[src/include/icache_macros.svh]
// Instruction cache geometry
// Set, way and address field widths shared by the cache RTL and testbench

`ifndef ICACHE_MACROS_SVH
`define ICACHE_MACROS_SVH

// organization
`define ICACHE_SETS 64
`define ICACHE_ASSOC 4

// data widths
`define DWORD_WIDTH 64
`define INSTR_WIDTH 32

// address widths
`define PADDR_WIDTH 32
`define VADDR_WIDTH 32
`define PAGE_OFFSET_WIDTH 12

// physical address fields, low to high
`define BYTE_OFFSET_WIDTH 3
`define WORD_OFFSET_WIDTH 2
`define INDEX_WIDTH 6
`define TAG_WIDTH 21
`define PTAG_WIDTH 20
`define WAY_WIDTH 2

`endif
[src/icache_pkg.sv]
// Instruction cache package
// Coherence state, tag packet opcodes and the storage types of the cache

`include "icache_macros.svh"

package icache_pkg;

  typedef enum logic [1:0] {
    e_coh_i = 2'b00,
    e_coh_s = 2'b01
  } coh_state_e;

  typedef enum logic [1:0] {
    e_tag_set_clear  = 2'b00,
    e_tag_invalidate = 2'b01,
    e_tag_set_tag    = 2'b10
  } tag_op_e;

  typedef logic [`WAY_WIDTH-1:0] way_id_t;
  typedef logic [`INDEX_WIDTH-1:0] index_t;
  typedef logic [`TAG_WIDTH-1:0] tag_t;

  // one bank word, seen whole or as two instructions
  typedef union packed {
    logic [`DWORD_WIDTH-1:0] raw;
    logic [1:0][`INSTR_WIDTH-1:0] instr;
  } dword_u;

  // a full cache block, dword 0 in the low bits
  typedef logic [`ICACHE_ASSOC-1:0][`DWORD_WIDTH-1:0] cache_block_t;

  // bit 0 root, bit 1 ways 0-1, bit 2 ways 2-3
  typedef logic [2:0] lru_t;

endpackage

[src/icache_pipe.sv]
// Instruction cache lookup pipeline
// TL and TV stage registers, tag compare and instruction select, plus
// the miss request, its delayed metadata and the miss tracker

`timescale 1ns/1ps

`include "icache_macros.svh"

module icache_pipe
  import icache_pkg::*;
(
  input  logic                              clk_i,
  input  logic                              reset_i,

  input  logic [`VADDR_WIDTH-1:0]           vaddr_i,
  input  logic                              vaddr_v_i,
  output logic                              vaddr_ready_o,

  input  logic [`PTAG_WIDTH-1:0]            ptag_i,
  input  logic                              ptag_v_i,
  input  logic                              poison_i,

  output logic                              read_v_o,
  output index_t                            read_index_o,
  output logic [`WORD_OFFSET_WIDTH-1:0]     read_word_o,

  input  tag_t       [`ICACHE_ASSOC-1:0]    tag_i,
  input  coh_state_e [`ICACHE_ASSOC-1:0]    state_i,
  input  dword_u     [`ICACHE_ASSOC-1:0]    bank_data_i,

  output logic                              tv_v_o,
  output index_t                            tv_index_o,
  output logic                              hit_o,
  output way_id_t                           hit_way_o,
  output logic [`ICACHE_ASSOC-1:0]          way_valid_o,

  output logic [`INSTR_WIDTH-1:0]           data_o,
  output logic                              data_v_o,
  output logic                              miss_o,

  input  logic                              cache_req_ready_i,
  output logic                              cache_req_v_o,
  output logic [`PADDR_WIDTH-1:0]           cache_req_addr_o,

  input  way_id_t                           victim_i,
  output logic                              cache_req_metadata_v_o,
  output way_id_t                           cache_req_repl_way_o,

  input  logic                              cache_req_complete_i
);

  localparam int BLOCK_OFFSET_W = `BYTE_OFFSET_WIDTH + `WORD_OFFSET_WIDTH;

  logic                                tl_we;
  logic                                tv_we;
  logic                                v_tl_r;
  logic [`PAGE_OFFSET_WIDTH-1:0]       page_offset_tl_r;

  logic                                v_tv_r;
  logic [`PADDR_WIDTH-1:0]             addr_tv_r;
  tag_t       [`ICACHE_ASSOC-1:0]      tag_tv_r;
  coh_state_e [`ICACHE_ASSOC-1:0]      state_tv_r;
  dword_u     [`ICACHE_ASSOC-1:0]      data_tv_r;

  tag_t                                addr_tag_tv;
  logic [`WORD_OFFSET_WIDTH-1:0]       word_tv;
  logic [`ICACHE_ASSOC-1:0]            hit_v;
  logic                                hit_any;
  way_id_t                             hit_way;
  dword_u                              picked;
  logic                                miss_tv;
  logic                                miss_tracker_r;

  // fetch accept and the array read in the same cycle
  assign vaddr_ready_o = cache_req_ready_i & ~(cache_req_v_o | miss_tracker_r);
  assign tl_we         = vaddr_v_i & vaddr_ready_o;
  assign read_v_o      = tl_we;
  assign read_index_o  = vaddr_i[BLOCK_OFFSET_W +: `INDEX_WIDTH];
  assign read_word_o   = vaddr_i[`BYTE_OFFSET_WIDTH +: `WORD_OFFSET_WIDTH];

  assign tv_we = v_tl_r & ptag_v_i & ~poison_i;

  always_ff @(posedge clk_i) begin
    if (reset_i) begin
      v_tl_r <= 1'b0;
      v_tv_r <= 1'b0;
    end else begin
      v_tl_r <= tl_we;
      v_tv_r <= tv_we;
    end
  end

  always_ff @(posedge clk_i) begin
    if (tl_we) begin
      page_offset_tl_r <= vaddr_i[`PAGE_OFFSET_WIDTH-1:0];
    end
    if (tv_we) begin
      addr_tv_r  <= {ptag_i, page_offset_tl_r};
      tag_tv_r   <= tag_i;
      state_tv_r <= state_i;
      data_tv_r  <= bank_data_i;
    end
  end

  assign addr_tag_tv = addr_tv_r[BLOCK_OFFSET_W + `INDEX_WIDTH +: `TAG_WIDTH];
  assign tv_index_o  = addr_tv_r[BLOCK_OFFSET_W +: `INDEX_WIDTH];
  assign word_tv     = addr_tv_r[`BYTE_OFFSET_WIDTH +: `WORD_OFFSET_WIDTH];

  for (genvar i = 0; i < `ICACHE_ASSOC; i++) begin : g_cmp
    assign way_valid_o[i] = (state_tv_r[i] != e_coh_i);
    assign hit_v[i]       = way_valid_o[i] && (tag_tv_r[i] == addr_tag_tv);
  end

  // lowest hitting way
  always_comb begin
    hit_way = '0;
    for (int i = `ICACHE_ASSOC-1; i >= 0; i--) begin
      if (hit_v[i]) hit_way = way_id_t'(i);
    end
  end

  assign hit_any   = |hit_v;
  assign tv_v_o    = v_tv_r;
  assign hit_o     = hit_any;
  assign hit_way_o = hit_way;

  // undo the bank striping, then take the instruction half
  assign picked   = data_tv_r[hit_way ^ word_tv];
  assign data_o   = picked.instr[addr_tv_r[`BYTE_OFFSET_WIDTH-1]];
  assign data_v_o = v_tv_r & hit_any;

  // a second miss behind a pending one is dropped and refetched
  assign miss_tv          = v_tv_r & ~hit_any;
  assign cache_req_v_o    = miss_tv & cache_req_ready_i & ~miss_tracker_r;
  assign cache_req_addr_o = addr_tv_r;
  assign miss_o           = miss_tv | miss_tracker_r;

  always_ff @(posedge clk_i) begin
    if (reset_i) begin
      cache_req_metadata_v_o <= 1'b0;
      miss_tracker_r         <= 1'b0;
    end else begin
      cache_req_metadata_v_o <= cache_req_v_o;
      if (cache_req_v_o) begin
        miss_tracker_r <= 1'b1;
      end else if (cache_req_complete_i) begin
        miss_tracker_r <= 1'b0;
      end
    end
  end

  always_ff @(posedge clk_i) begin
    if (cache_req_v_o) begin
      cache_req_repl_way_o <= victim_i;
    end
  end

endmodule

[config.mk]
export PLATFORM = sky130hd
export DESIGN_NAME = icache_pipe
export DESIGN_NICKNAME = d
export VERILOG_FILES = /design/src/icache_pkg.sv /design/src/icache_pipe.sv
export VERILOG_INCLUDE_DIRS = /design/src /design/src/include
export SDC_FILE = /design/constraint.sdc
export NUM_CORES = 1
export LEC_CHECK = 0
export BUFFER_PORTS_ARGS = -buffer_cell sky130_fd_sc_hd__buf_2
export CORE_UTILIZATION = 45
export DETAILED_ROUTE_END_ITERATION = 10
export PLACE_DENSITY = 0.69
export SETUP_SLACK_MARGIN = 0.3
export SYNTH_ARGS = -nofsm -noshare
export SYNTH_HDL_FRONTEND = slang
export SYNTH_SLANG_ARGS = --single-unit
[constraint.sdc]
create_clock -name clk_i -period 34.2 [get_ports clk_i]
set_clock_uncertainty 0.1 [all_clocks]
set_input_delay 1.71 -clock clk_i [delete_from_list [all_inputs] [get_ports clk_i]]
set_output_delay 1.71 -clock clk_i [all_outputs]
set_load 0.03 [all_outputs]
==> out/results.ini <==
[detailed_routing]
vias = 15640
remaining_drc_errors = 0
antenna_left = 0
drt_iter0_markers = 1548
detail_route.wl_per_cell_um = 24.72
vias_per_cell = 6.161
wl_mm = 62.74
dr.pass1.iters = 6

[critical_path]
cp_slowest_cell = buf_4
critPathBufInv = 4
critical-path-max-stage-delay_ps = 940
path_delay_family = buffers and inverters
cp-start-kind = flop
cp-end-kind = output pin
cp.arrival_ps = 6550
worstSetupPathType = flop to output pin
cp.required_ps = 32390
cp_cell_sequence = xor2_1 -> nor4_1 -> nand4_1 -> a2111oi_4 -> buf_4 -> o21a_4 -> buf_4 -> buf_4 -> a221o_1 -> a21oi_1 -> a2111oi_1 -> buf_2
worst-path-max-fanout = 101
crit_path_frequent_cell = buf_4

[clock_tree]
post_cts_resized = 0
clock_latency_ps = 580
cts_hold_buf = 0
cts_root_buffer = clkbuf_16
path_clk_slew_ps = 60
htreeDepth = 2
cts.sinks = 398
clk_path_buf_depth = 3
post-cts-setup-buffers = 0
cts_buffers = 43
cts_tree = yes

[sta]
fin_crit_ps = 8362
tightest_slew_ps = 1141
setup_violations = 0
slew_violations = 0
max_freq_mhz = 119.6
rsz0062_at_grt = false
hold_violations = 0
post-route-period-util_pct = 24.45
setup-tns-final_ps = 0
slew_headroom_pct = 23.91
finalWorstSetupSlack_ps = 25840
whs_ps = 318.2

[floorplanning]
pin_count = 503
rows = 76
initial_core_util_pct = 45.87
core_um2 = 43270
die_area_um2 = 44940
die_x_um = 212
die_h_um = 212

[global_route]
track_usage_pct = 27.22
grt_first_pass_wirelength_mm = 92.13
grt_pass1_vias = 15400
antenna_found_initial = 21
grt-ovfl-total = 0
grt_start_max_net_pins = 181

[pwr]
powerDensity_nw_per_um2 = 45.20
switching_power_mw = 0.2271
ir_worst_vdd_uv = 44.17
pwr-share-seq_pct = 50.2
fin_total_pwr_mw = 1.088
intPower_mw = 0.8609
p_sw_share_pct = 20.87
p_leak_nw = 9.339
clkPwrFrac_pct = 45.6
pwr-share-comb_pct = 4.2

[yosys]
yosys.area.top_type = edfxtp_1
ys_types = 40
ys_warn_count = 0
ys_ff_latch = 398
yosysMostFrequentCell = edfxtp_1
synth.area.top_cells = edfxtp_1 (60%), o211ai_1 (7.3%), mux2i_1 (6.5%), a221o_1 (4.8%), a31oi_1 (4.1%)
synth_cells = 1518
netlist_area_um2 = 19850
synthTopCellsByCount = edfxtp_1 (394), o211ai_1 (193), a31oi_1 (129)
ys_seq_area_share_pct = 60.02
yosysTopAreaCellShare_pct = 59.62
async_flop_share_pct = 0
avgSynthCellArea_um2 = 13.07
synth_nets = 1927
ys.flop_type = edfxtp_1
synth-edff-count = 394

[placed_design]
portBuffers = 482
dp_slack_ps = 26550
dp_hpwl_mm = 39.98
gp_congestion = 0.8554

[outcome]
outcome = finished, final reports clean

[layout]
nFillCells = 3571
register_area_um2 = 11910
multi_input_area_um2 = 6910
nNetsFinal = 2311
layout-drive-gt1-share_pct = 32.02
area.growth.synth_to_final_pct = 21.30

[job]
drv_cap = 0

[worst_hold_path]
hold_path_class = flop to flop

## routing by layer
metal  vias to the layer above  global-route usage [%]  wire length [um]
met5                         -                       0                57
met4                         8                   11.34              2221
met3                       131                   5.436              5395
met2                       871                   44.75             30360
met1                      7681                   35.09             24700
li1                       6945                       -                 -
## placed cells by master, fill, tap and decap left out, types with 8 or more instances in the layout
master,Yosys,final
a31oi_1,129,128
diode_2,0,20
mux2i_1,128,128
a21oi_1,99,99
a221o_1,96,96
o211ai_1,193,193
clkbuf_16,0,43
xor2_1,55,55
nor4_1,24,23
buf_4,15,21
inv_1,102,101
edfxtp_1,394,394
bufinv_16,0,8
a2111oi_2,30,30
nand4_1,16,16
buf_2,20,482
xnor2_1,29,29
## stage by stage
stage / area, um2 / utilization, % / instances
floorplan: 19850 / - / 1518
global placement: 22530 / 52.08 / 2442
detailed placement: 22530 / 52.08 / 2442
CTS: 24020 / 55.52 / 2518
global route: 24060 / 55.60 / 2531
finish: 24070 / 55.64 / 2538
## cell families (layout without fill, tap and decap cells)
kind of cell | after synthesis | count (layout) | synth area share [%]
compound gates | 554 | 554 | 21.38
xor+xnor | 85 | 85 | 3.846
buf+inv | 267 | 682 | 5.573
flops | 398 | 398 | 60.02
mux | 128 | 128 | 6.456
other cells | 0 | 20 | 0
simple gates | 86 | 86 | 2.724
## state kept, by name, indices dropped and copies added, names as in the netlist
signal,cells
v_tl_r,1
cache_req_addr_o,32
page_offset_tl_r,12
miss_tracker_r,1
cache_req_metadata_v_o,1
data_tv_r,256
tag_tv_r,84
cache_req_repl_way_o,2
state_tv_r,8
tv_v_o,1
## final cells by class
class / instances / area share, %
Sequential cell: 398 / 49.48
Clock buffer: 51 / 4.636
Clock inverter: 25 / 1.559
Antenna cell: 20 / 0.2079
Tap cell: 585 / 3.041
Inverter: 102 / 1.611
Timing Repair Buffer: 504 / 10.76
Multi-Input combinational cell: 853 / 28.71
## power groups by stage
stage          sequential [mW]  combinational, mW  clock, mW
2_1_floorplan            0.560             0.0158          0
3_3_place_gp             0.556             0.0438          0
3_5_place_dp             0.557             0.0451          0
4_1_cts                  0.546             0.0454      0.505
5_1_grt                  0.547             0.0487      0.523
6_report                 0.546             0.0453      0.496
## final timing paths
kind	cells past startpoint	from	endpoint	slack [ps]
worst max-delay path	12	cache_req_addr_o[11]$_DFFE_PP_	data_o[0]	25840
worst min-delay path	0	page_offset_tl_r[3]$_DFFE_PP_	cache_req_addr_o[3]$_DFFE_PP_	320
worst max register to register	7	cache_req_addr_o[22]$_DFFE_PP_	page_offset_tl_r[3]$_DFFE_PP_	29840
worst min register to register	0	page_offset_tl_r[3]$_DFFE_PP_	cache_req_addr_o[3]$_DFFE_PP_	320
Note: power is estimated with default switching activity, not from simulation.
