### src/include/icache_macros.svh
// Instruction cache geometry
// Set, way and address field widths shared by the cache RTL and testbench

`ifndef ICACHE_MACROS_SVH
`define ICACHE_MACROS_SVH

// organization
`define ICACHE_SETS 64
`define ICACHE_ASSOC 4

// data widths
`define DWORD_WIDTH 64
`define INSTR_WIDTH 32

// address widths
`define PADDR_WIDTH 32
`define VADDR_WIDTH 32
`define PAGE_OFFSET_WIDTH 12

// physical address fields, low to high
`define BYTE_OFFSET_WIDTH 3
`define WORD_OFFSET_WIDTH 2
`define INDEX_WIDTH 6
`define TAG_WIDTH 21
`define PTAG_WIDTH 20
`define WAY_WIDTH 2

`endif
### src/icache_pkg.sv
// Instruction cache package
// Coherence state, tag packet opcodes and the storage types of the cache

`include "icache_macros.svh"

package icache_pkg;

  typedef enum logic [1:0] {
    e_coh_i = 2'b00,
    e_coh_s = 2'b01
  } coh_state_e;

  typedef enum logic [1:0] {
    e_tag_set_clear  = 2'b00,
    e_tag_invalidate = 2'b01,
    e_tag_set_tag    = 2'b10
  } tag_op_e;

  typedef logic [`WAY_WIDTH-1:0] way_id_t;
  typedef logic [`INDEX_WIDTH-1:0] index_t;
  typedef logic [`TAG_WIDTH-1:0] tag_t;

  // one bank word, seen whole or as two instructions
  typedef union packed {
    logic [`DWORD_WIDTH-1:0] raw;
    logic [1:0][`INSTR_WIDTH-1:0] instr;
  } dword_u;

  // a full cache block, dword 0 in the low bits
  typedef logic [`ICACHE_ASSOC-1:0][`DWORD_WIDTH-1:0] cache_block_t;

  // bit 0 root, bit 1 ways 0-1, bit 2 ways 2-3
  typedef logic [2:0] lru_t;

endpackage

### src/icache_lru.sv
// Instruction cache replacement state
// Tree pseudo-LRU bits per set, updated on TV hits and cleared by
// stat packets; picks the victim for a miss

`timescale 1ns/1ps

`include "icache_macros.svh"

module icache_lru
  import icache_pkg::*;
(
  input  logic                       clk_i,
  input  logic                       reset_i,

  input  logic                       tv_v_i,
  input  index_t                     index_i,
  input  logic                       hit_i,
  input  way_id_t                    hit_way_i,
  input  logic [`ICACHE_ASSOC-1:0]   way_valid_i,

  input  logic                       pkt_v_i,
  input  index_t                     pkt_index_i,
  output logic                       pkt_ready_o,

  output way_id_t                    victim_o
);

  lru_t                     lru_q [`ICACHE_SETS];
  lru_t                     lru_rd;
  logic [`ICACHE_ASSOC-1:0] invalid;
  way_id_t                  invalid_way;
  way_id_t                  lru_way;

  assign pkt_ready_o = ~tv_v_i;
  assign lru_rd      = lru_q[index_i];
  assign invalid     = ~way_valid_i;

  // lowest invalid way
  always_comb begin
    invalid_way = '0;
    for (int i = `ICACHE_ASSOC-1; i >= 0; i--) begin
      if (invalid[i]) invalid_way = way_id_t'(i);
    end
  end

  // walk down from the root where 0 means left
  assign lru_way  = lru_rd[0] ? {1'b1, lru_rd[2]} : {1'b0, lru_rd[1]};
  assign victim_o = (|invalid) ? invalid_way : lru_way;

  always_ff @(posedge clk_i) begin
    if (reset_i) begin
      for (int s = 0; s < `ICACHE_SETS; s++) begin
        lru_q[s] <= '0;
      end
    end else if (tv_v_i && hit_i) begin
      // point away from the hit way at both levels
      lru_q[index_i][0] <= ~hit_way_i[1];
      if (hit_way_i[1]) begin
        lru_q[index_i][2] <= ~hit_way_i[0];
      end else begin
        lru_q[index_i][1] <= ~hit_way_i[0];
      end
    end else if (pkt_v_i && pkt_ready_o) begin
      lru_q[pkt_index_i] <= '0;
    end
  end

endmodule

### config.mk
export PLATFORM = sky130hd
export DESIGN_NAME = icache_lru
export DESIGN_NICKNAME = d
export VERILOG_FILES = /design/src/icache_pkg.sv /design/src/icache_lru.sv
export VERILOG_INCLUDE_DIRS = /design/src /design/src/include
export SDC_FILE = /design/constraint.sdc
export NUM_CORES = 1
export LEC_CHECK = 0
export BUFFER_PORTS_ARGS = -buffer_cell sky130_fd_sc_hd__buf_4
export CELL_PAD_IN_SITES_DETAIL_PLACEMENT = 1
export CELL_PAD_IN_SITES_GLOBAL_PLACEMENT = 1
export CORE_UTILIZATION = 46
export CTS_CLUSTER_DIAMETER = 80
export DETAILED_ROUTE_END_ITERATION = 7
export PLACE_DENSITY = 0.85
export SYNTH_ARGS = -nofsm -noshare
export SYNTH_HDL_FRONTEND = slang
export SYNTH_SLANG_ARGS = --single-unit
### constraint.sdc
create_clock -name clk_i -period 2.3 [get_ports clk_i]
set_clock_uncertainty 0.1 [all_clocks]
set_input_delay 0 -clock clk_i [delete_from_list [all_inputs] [get_ports clk_i]]
set_output_delay 0 -clock clk_i [all_outputs]
set_load 0.05 [all_outputs]
==> results of run 1 <==
## report_power, final
part / switching (mW) / internal [mW]
logic: 0.598 / 0.380
registers: 0.0679 / 4.04
clock network: 1.38 / 1.71
## through the flow
| stage | total power [mW] | setup TNS (ps) | instance area, µm² | hold WS (ps) | std cells |
|---|---|---|---|---|---|
| after floorplan | 4.75 | -3.01 | 10100 | 67.4 | 913 |
| after global placement | 5.03 | -205 | 10800 | 206 | 1194 |
| after detailed placement | 5.09 | -667 | 10800 | 222 | 1194 |
| after CTS | 8.18 | -893 | 11500 | 222 | 1228 |
| after global routing | 8.38 | -951 | 11500 | 237 | 1228 |
| final | 8.18 | -859 | 11500 | 224 | 1228 |
## worst max-delay path, cell delays in order (launching register included)
cell,delay (ps)
edfxtp_1,390
mux4_2,530
mux4_2,500
o211a_1,160
a2111oi_4,290
buf_4,200
o41ai_4,90
buf_6,160
## metal layers
layer	global-route usage, %	part of all wire [%]
met1	33.9	39
met2	48.7	52
met3	4.82	5.9
met4	12.1	2.9
met5	0	0
## how the worst max path moves through the flow
stage / startpoint / end / slack [ps] / cells after the start
after global routing: lru_q[37][2]$_SDFFCE_PN0P_ / victim_o[0] / -600 / 7
after CTS: lru_q[39][1]$_SDFFCE_PN0P_ / victim_o[0] / -570 / 6
final: lru_q[47][2]$_SDFFCE_PN0P_ / victim_o[0] / -560 / 7
after global placement: index_i[0] / victim_o[0] / -200 / 10
after detailed placement: index_i[0] / victim_o[0] / -370 / 10
after floorplan: lru_q[37][2]$_SDFFCE_PN0P_ / victim_o[0] / -3 / 5
## cell families after synthesis
family | Yosys count | synth area share, %
and+or+nand+nor | 404 | 17.1
buffers and inverters | 84 | 3.96
AOI/OAI and AO/OA | 164 | 8.82
muxes | 69 | 13.1
DFF | 192 | 57.1
## timing repair
action | CTS | global route
pin swaps | 4 | 3
endpoints found under the hold margin | 22 | 0
setup endpoints to repair | 2 | 2
gates resized for setup | 24 | 7
setup buffers | 1 | 0
hold buffers | 2 | 0
## cell type report
type	instances	area [µm²]	area share, %
tap	275	344	2.99
inverter	5	21.3	0.185
clock inverter	12	158	1.37
clock buffer	19	433	3.77
multi-input combinational	637	4030	35.1
timing repair buffer	88	743	6.47
sequential	192	5770	50.2
## layout by cell type (no fill, tap or decap), types with 8 or more instances in the layout
| cell | instances |
|---|---|
| a21oi_1 | 69 |
| a22oi_1 | 11 |
| buf_4 | 77 |
| clkbuf_16 | 17 |
| edfxtp_1 | 192 |
| mux2i_1 | 20 |
| mux4_1 | 14 |
| mux4_2 | 28 |
| nand2_1 | 139 |
| nand3_1 | 10 |
| nor2_1 | 205 |
| nor2b_1 | 8 |
| o21ai_0 | 60 |
==> flow_summary.yaml, run 1 <==
status:
  status: "finished with violations"
  violations: "setup timing"
global_routing:
  grt_pass1_wl_mm: 45.6
  grt_usage_pct: 27.9
  overflow: 0
  grt_max_degree: 87
  grt_pass1_vias: 7945
  antenna_found_initial: 0
final_layout:
  drive_gt1_share_pct: 18.6
  antenna_cells: 0
  fin_util_pct: 54.0
  nets: 964
  nFillCells: 2246
  largest_reg_flops: 192
  area_growth_pct: 13.7
  top_regs: "lru_q x192"
  regMostFlops: "lru_q"
logic_synthesis:
  synthTopCellsByCount: "nor2_1 (208), edfxtp_1 (192), nand2_1 (139), a21oi_1 (69), o21ai_0 (62)"
  yosys.area.top_type: "edfxtp_1"
  yosysTopAreaCellShare_pct: 57.1
  synthesis.area_mm2: 0.0101
  async_flop_share_pct: 0
  netlist_instances: 913
  synth.most_common_cell: "nor2_1"
  avgSynthCellArea_um2: 11.1
  ys_ff_latch: 192
  synth_nets: 936
  synth-edff-count: 192
  ys_types: 49
  synth.area.top_cells: "edfxtp_1 (57%), nor2_1 (7.7%), mux4_1 (6.0%)"
  yosysSeqAreaShare_pct: 57.1
  ys.flop_type: "edfxtp_1"
  yosys_warnings: 0
sta:
  setup_viol: 2
  period_share_pct: 124
  hold_violations: 0
  setup_slack_ps: -563
  maxSlewViolCount: 0
  tightest_slew_ps: 819
  slew_headroom_pct: 45.4
  fmax_mhz: 349
  fin_crit_ps: 2860
  rsz0062_at_grt: "yes"
detailed_routing:
  drtPass1Iterations: 5
  postRouteAntennaNets: 0
  vias_per_cell: 6.19
  drt_iter0_markers: 689
  drc: 0
  wl_mm: 29.7
  vias: 7600
  wire_per_inst_um: 24.2
worst_hold_path:
  hold_path.class: "in2out"
  hold_depth: 3
  hold_start: "way_valid_i[2]"
  min_to: "victim_o[1]"
floorplan:
  pin_count: 26
  fp.coreArea_mm2: 0.0213
  start_util_pct: 47.5
  die_y_um: 150
  rows: 53
  die_w_um: 150
  die-area_mm2: 0.0226
clock_network:
  cts_buffer_depth: 2
  cts_tree: "built"
  clk_pin_slew_ps: 60
  clockRootBuffer: "clkbuf_16"
  cts_made_buffers: 17
  htreeDepth: 4
  cts_sinks: 192
placement:
  pre_cts_ws_ps: -370
  place.gp.congestion: 0.846
  dp_hpwl_mm: 19.1
  numPortBuffers: 25
critical_path:
  crit_required_ps: 2200
  crit_arrival_ps: 2760
  worst-path-max-fanout: 1
  cp-start-kind: "flop"
  critical_path_class: "reg2out"
  endpoint_kind: "output pin"
power:
  cellLeakagePower_nw: 3.99
  cellPowerDensity_mw_per_mm2: 712
  ir_worst_vdd_v: 0.000602
flow_run:
  max_cap_violations: 0
Power figures use the tool's default switching activity.
==> run 2: changes to the inputs <==
- PLACE_DENSITY: 0.85 -> 0.83
- RECOVER_POWER: default -> 50
==> run 2 against run 1 <==
  * The run still ends with setup timing left
  * First-iteration DRC count rose by 17%
  * Critical path depth is the same
  * Die area is the same
  * Clock power down 5%
  * Non-clock buffer count is 13 lower
  * Worst setup slack better by 38 ps
  * Routed wire length down 2.0%
  * Hold slack worse by 120 ps
  * Core utilization fell by 0.87 points
  * Via count is 1.7% lower
==> flow_summary.yaml, run 2 (same netlist as run 1, synthesis figures left out) <==
status:
  status: "finished with violations"
  violations: "setup timing"
global_routing:
  grtUsageMet3_pct: 4.39
  antenna_found_initial: 0
  grt_pass1_vias: 7980
  met2_usage_pct: 49.1
  met1_usage_pct: 33.4
  grt_busiest_layer: "met2"
  overflow: 0
  grt_usage_pct: 27.6
  grt_pass1_wl_mm: 45.2
  grt_max_degree: 193
detailed_routing:
  drt_iter0_markers: 808
  drtPass1Iterations: 4
  wl_mm: 29.1
  vias: 7474
  drc: 0
  postRouteAntennaNets: 0
  vias_per_cell: 6.15
  wire_per_inst_um: 23.9
placement:
  place.gp.congestion: 0.798
  dpl.cell_count: 1185
  dp_hpwl_mm: 19.1
  numPortBuffers: 25
critical_path:
  critical_path_class: "reg2out"
  endpoint_kind: "output pin"
  cp_cell_sequence: "mux4_1, or4b_4, nand4_1, a21oi_2, mux2i_2, o41ai_4, buf_6"
  crit_arrival_ps: 2720
  max_stage_delay_ps: 530
  cp-start-kind: "flop"
  crit_required_ps: 2200
  worst_path_max_delay_cell: "mux4_1"
  worst-path-max-fanout: 2
power:
  ir_worst_vdd_v: 0.000538
  cellPowerDensity_mw_per_mm2: 707
  cellLeakagePower_nw: 3.90
  total_power_mw: 8.00
sta:
  maxSlewViolCount: 0
  period_share_pct: 123
  holdWs_ps: 99.3
  fin_crit_ps: 2820
  fmax_mhz: 354
  slew_headroom_pct: 32.9
  setup_tns_ps: -4320
  rsz0062_at_grt: "yes"
  tightest_slew_ps: 979
  hold_violations: 0
  setup_slack_ps: -525
  setup_viol: 63
clock_network:
  cts_made_buffers: 17
  cts_sinks: 192
  htreeDepth: 4
  clk_pin_slew_ps: 70
  cts_tree: "built"
  cts_buffer_depth: 2
  clockRootBuffer: "clkbuf_16"
  cts_hold_buffers: 0
final_layout:
  mostFrequentLayoutCell: "nor2_1"
  largest_reg_flops: 192
  fin_util_pct: 53.1
  stdcell_count: 1216
  antenna_cells: 0
  regMostFlops: "lru_q"
  area_growth_pct: 11.9
  nets: 951
  drive_gt1_share_pct: 16.5
  top_regs: "lru_q x192"
  mostFrequentLayoutCells: "nor2_1 (205), edfxtp_1 (192), nand2_1 (141)"
worst_hold_path:
  hold_path.class: "in2reg"
floorplan:
  start_util_pct: 47.5
  fp.coreArea_mm2: 0.0213
  pin_count: 26
  die-area_mm2: 0.0226
  die_y_um: 150
  rows: 53
  die_w_um: 150
flow_run:
  max_cap_violations: 0
-- run 2: changes by cell type in the layout (fill, tap and decap cells not counted), sizes merged --
| cell | change |
|---|---|
| buf | -19 |
| bufinv | -1 |
| clkbuf | +6 |
| clkinv | +7 |
| dlygate4sd3 | -2 |
| inv | -3 |
-- run 2: layout make-up --
type | count | area, µm²
well taps | 275 | 344
multi-input cells | 637 | 3990
flip-flops and latches | 192 | 5770
inverters | 5 | 21.3
fillers | 2236 | 9980
clock inverters | 15 | 146
repair buffers | 75 | 612
clock buffers | 17 | 425
-- run 2: timing repair --
action	4_1_cts	5_1_grt
pin swaps	8	5
resized for setup	21	8
setup endpoints to repair	2	2
buffers inserted	2	0
cloned	0	0
-- run 2: worst max-delay path, delay by kind of cell (launching register included) --
| family | cells | cell delay (ps) |
|---|---|---|
| and+or+nand+nor | 2 | 410 |
| DFF | 1 | 440 |
| buffers and inverters | 1 | 210 |
| AOI/OAI and AO/OA | 2 | 580 |
| muxes | 2 | 640 |
-- run 2: worst paths after layout --
kind	start	endpoint	cells past startpoint
max	lru_q[1][0]$_SDFFCE_PN0P_	victim_o[0]	7
min	reset_i	lru_q[10][0]$_SDFFCE_PN0P_	4
-- run 2: report_power, final --
group	internal [mW]	total, mW	switching [mW]
logic	0.356	0.934	0.578
registers	4.04	4.11	0.0684
clock network	1.59	2.95	1.36
-- run 2: per-stage QoR --
| step | area, µm² | worst slack [ps] |
|---|---|---|
| 6_report | 11300 | -525 |
| 2_1_floorplan | 10100 | -3.01 |
| 5_1_grt | 11300 | -540 |
| 4_1_cts | 11400 | -534 |
| 3_3_place_gp | 10800 | -178 |
| 3_5_place_dp | 10800 | -362 |
-- run 2: layer usage --
layer  up-vias  part of all wire (%)  routed length, µm
li1       3313                     -                  -
met1      3841                    39              11300
met2       266                    53              15300
met3        54                   6.0               1740
met4         0                   2.6                766
met5         -                     0                  0
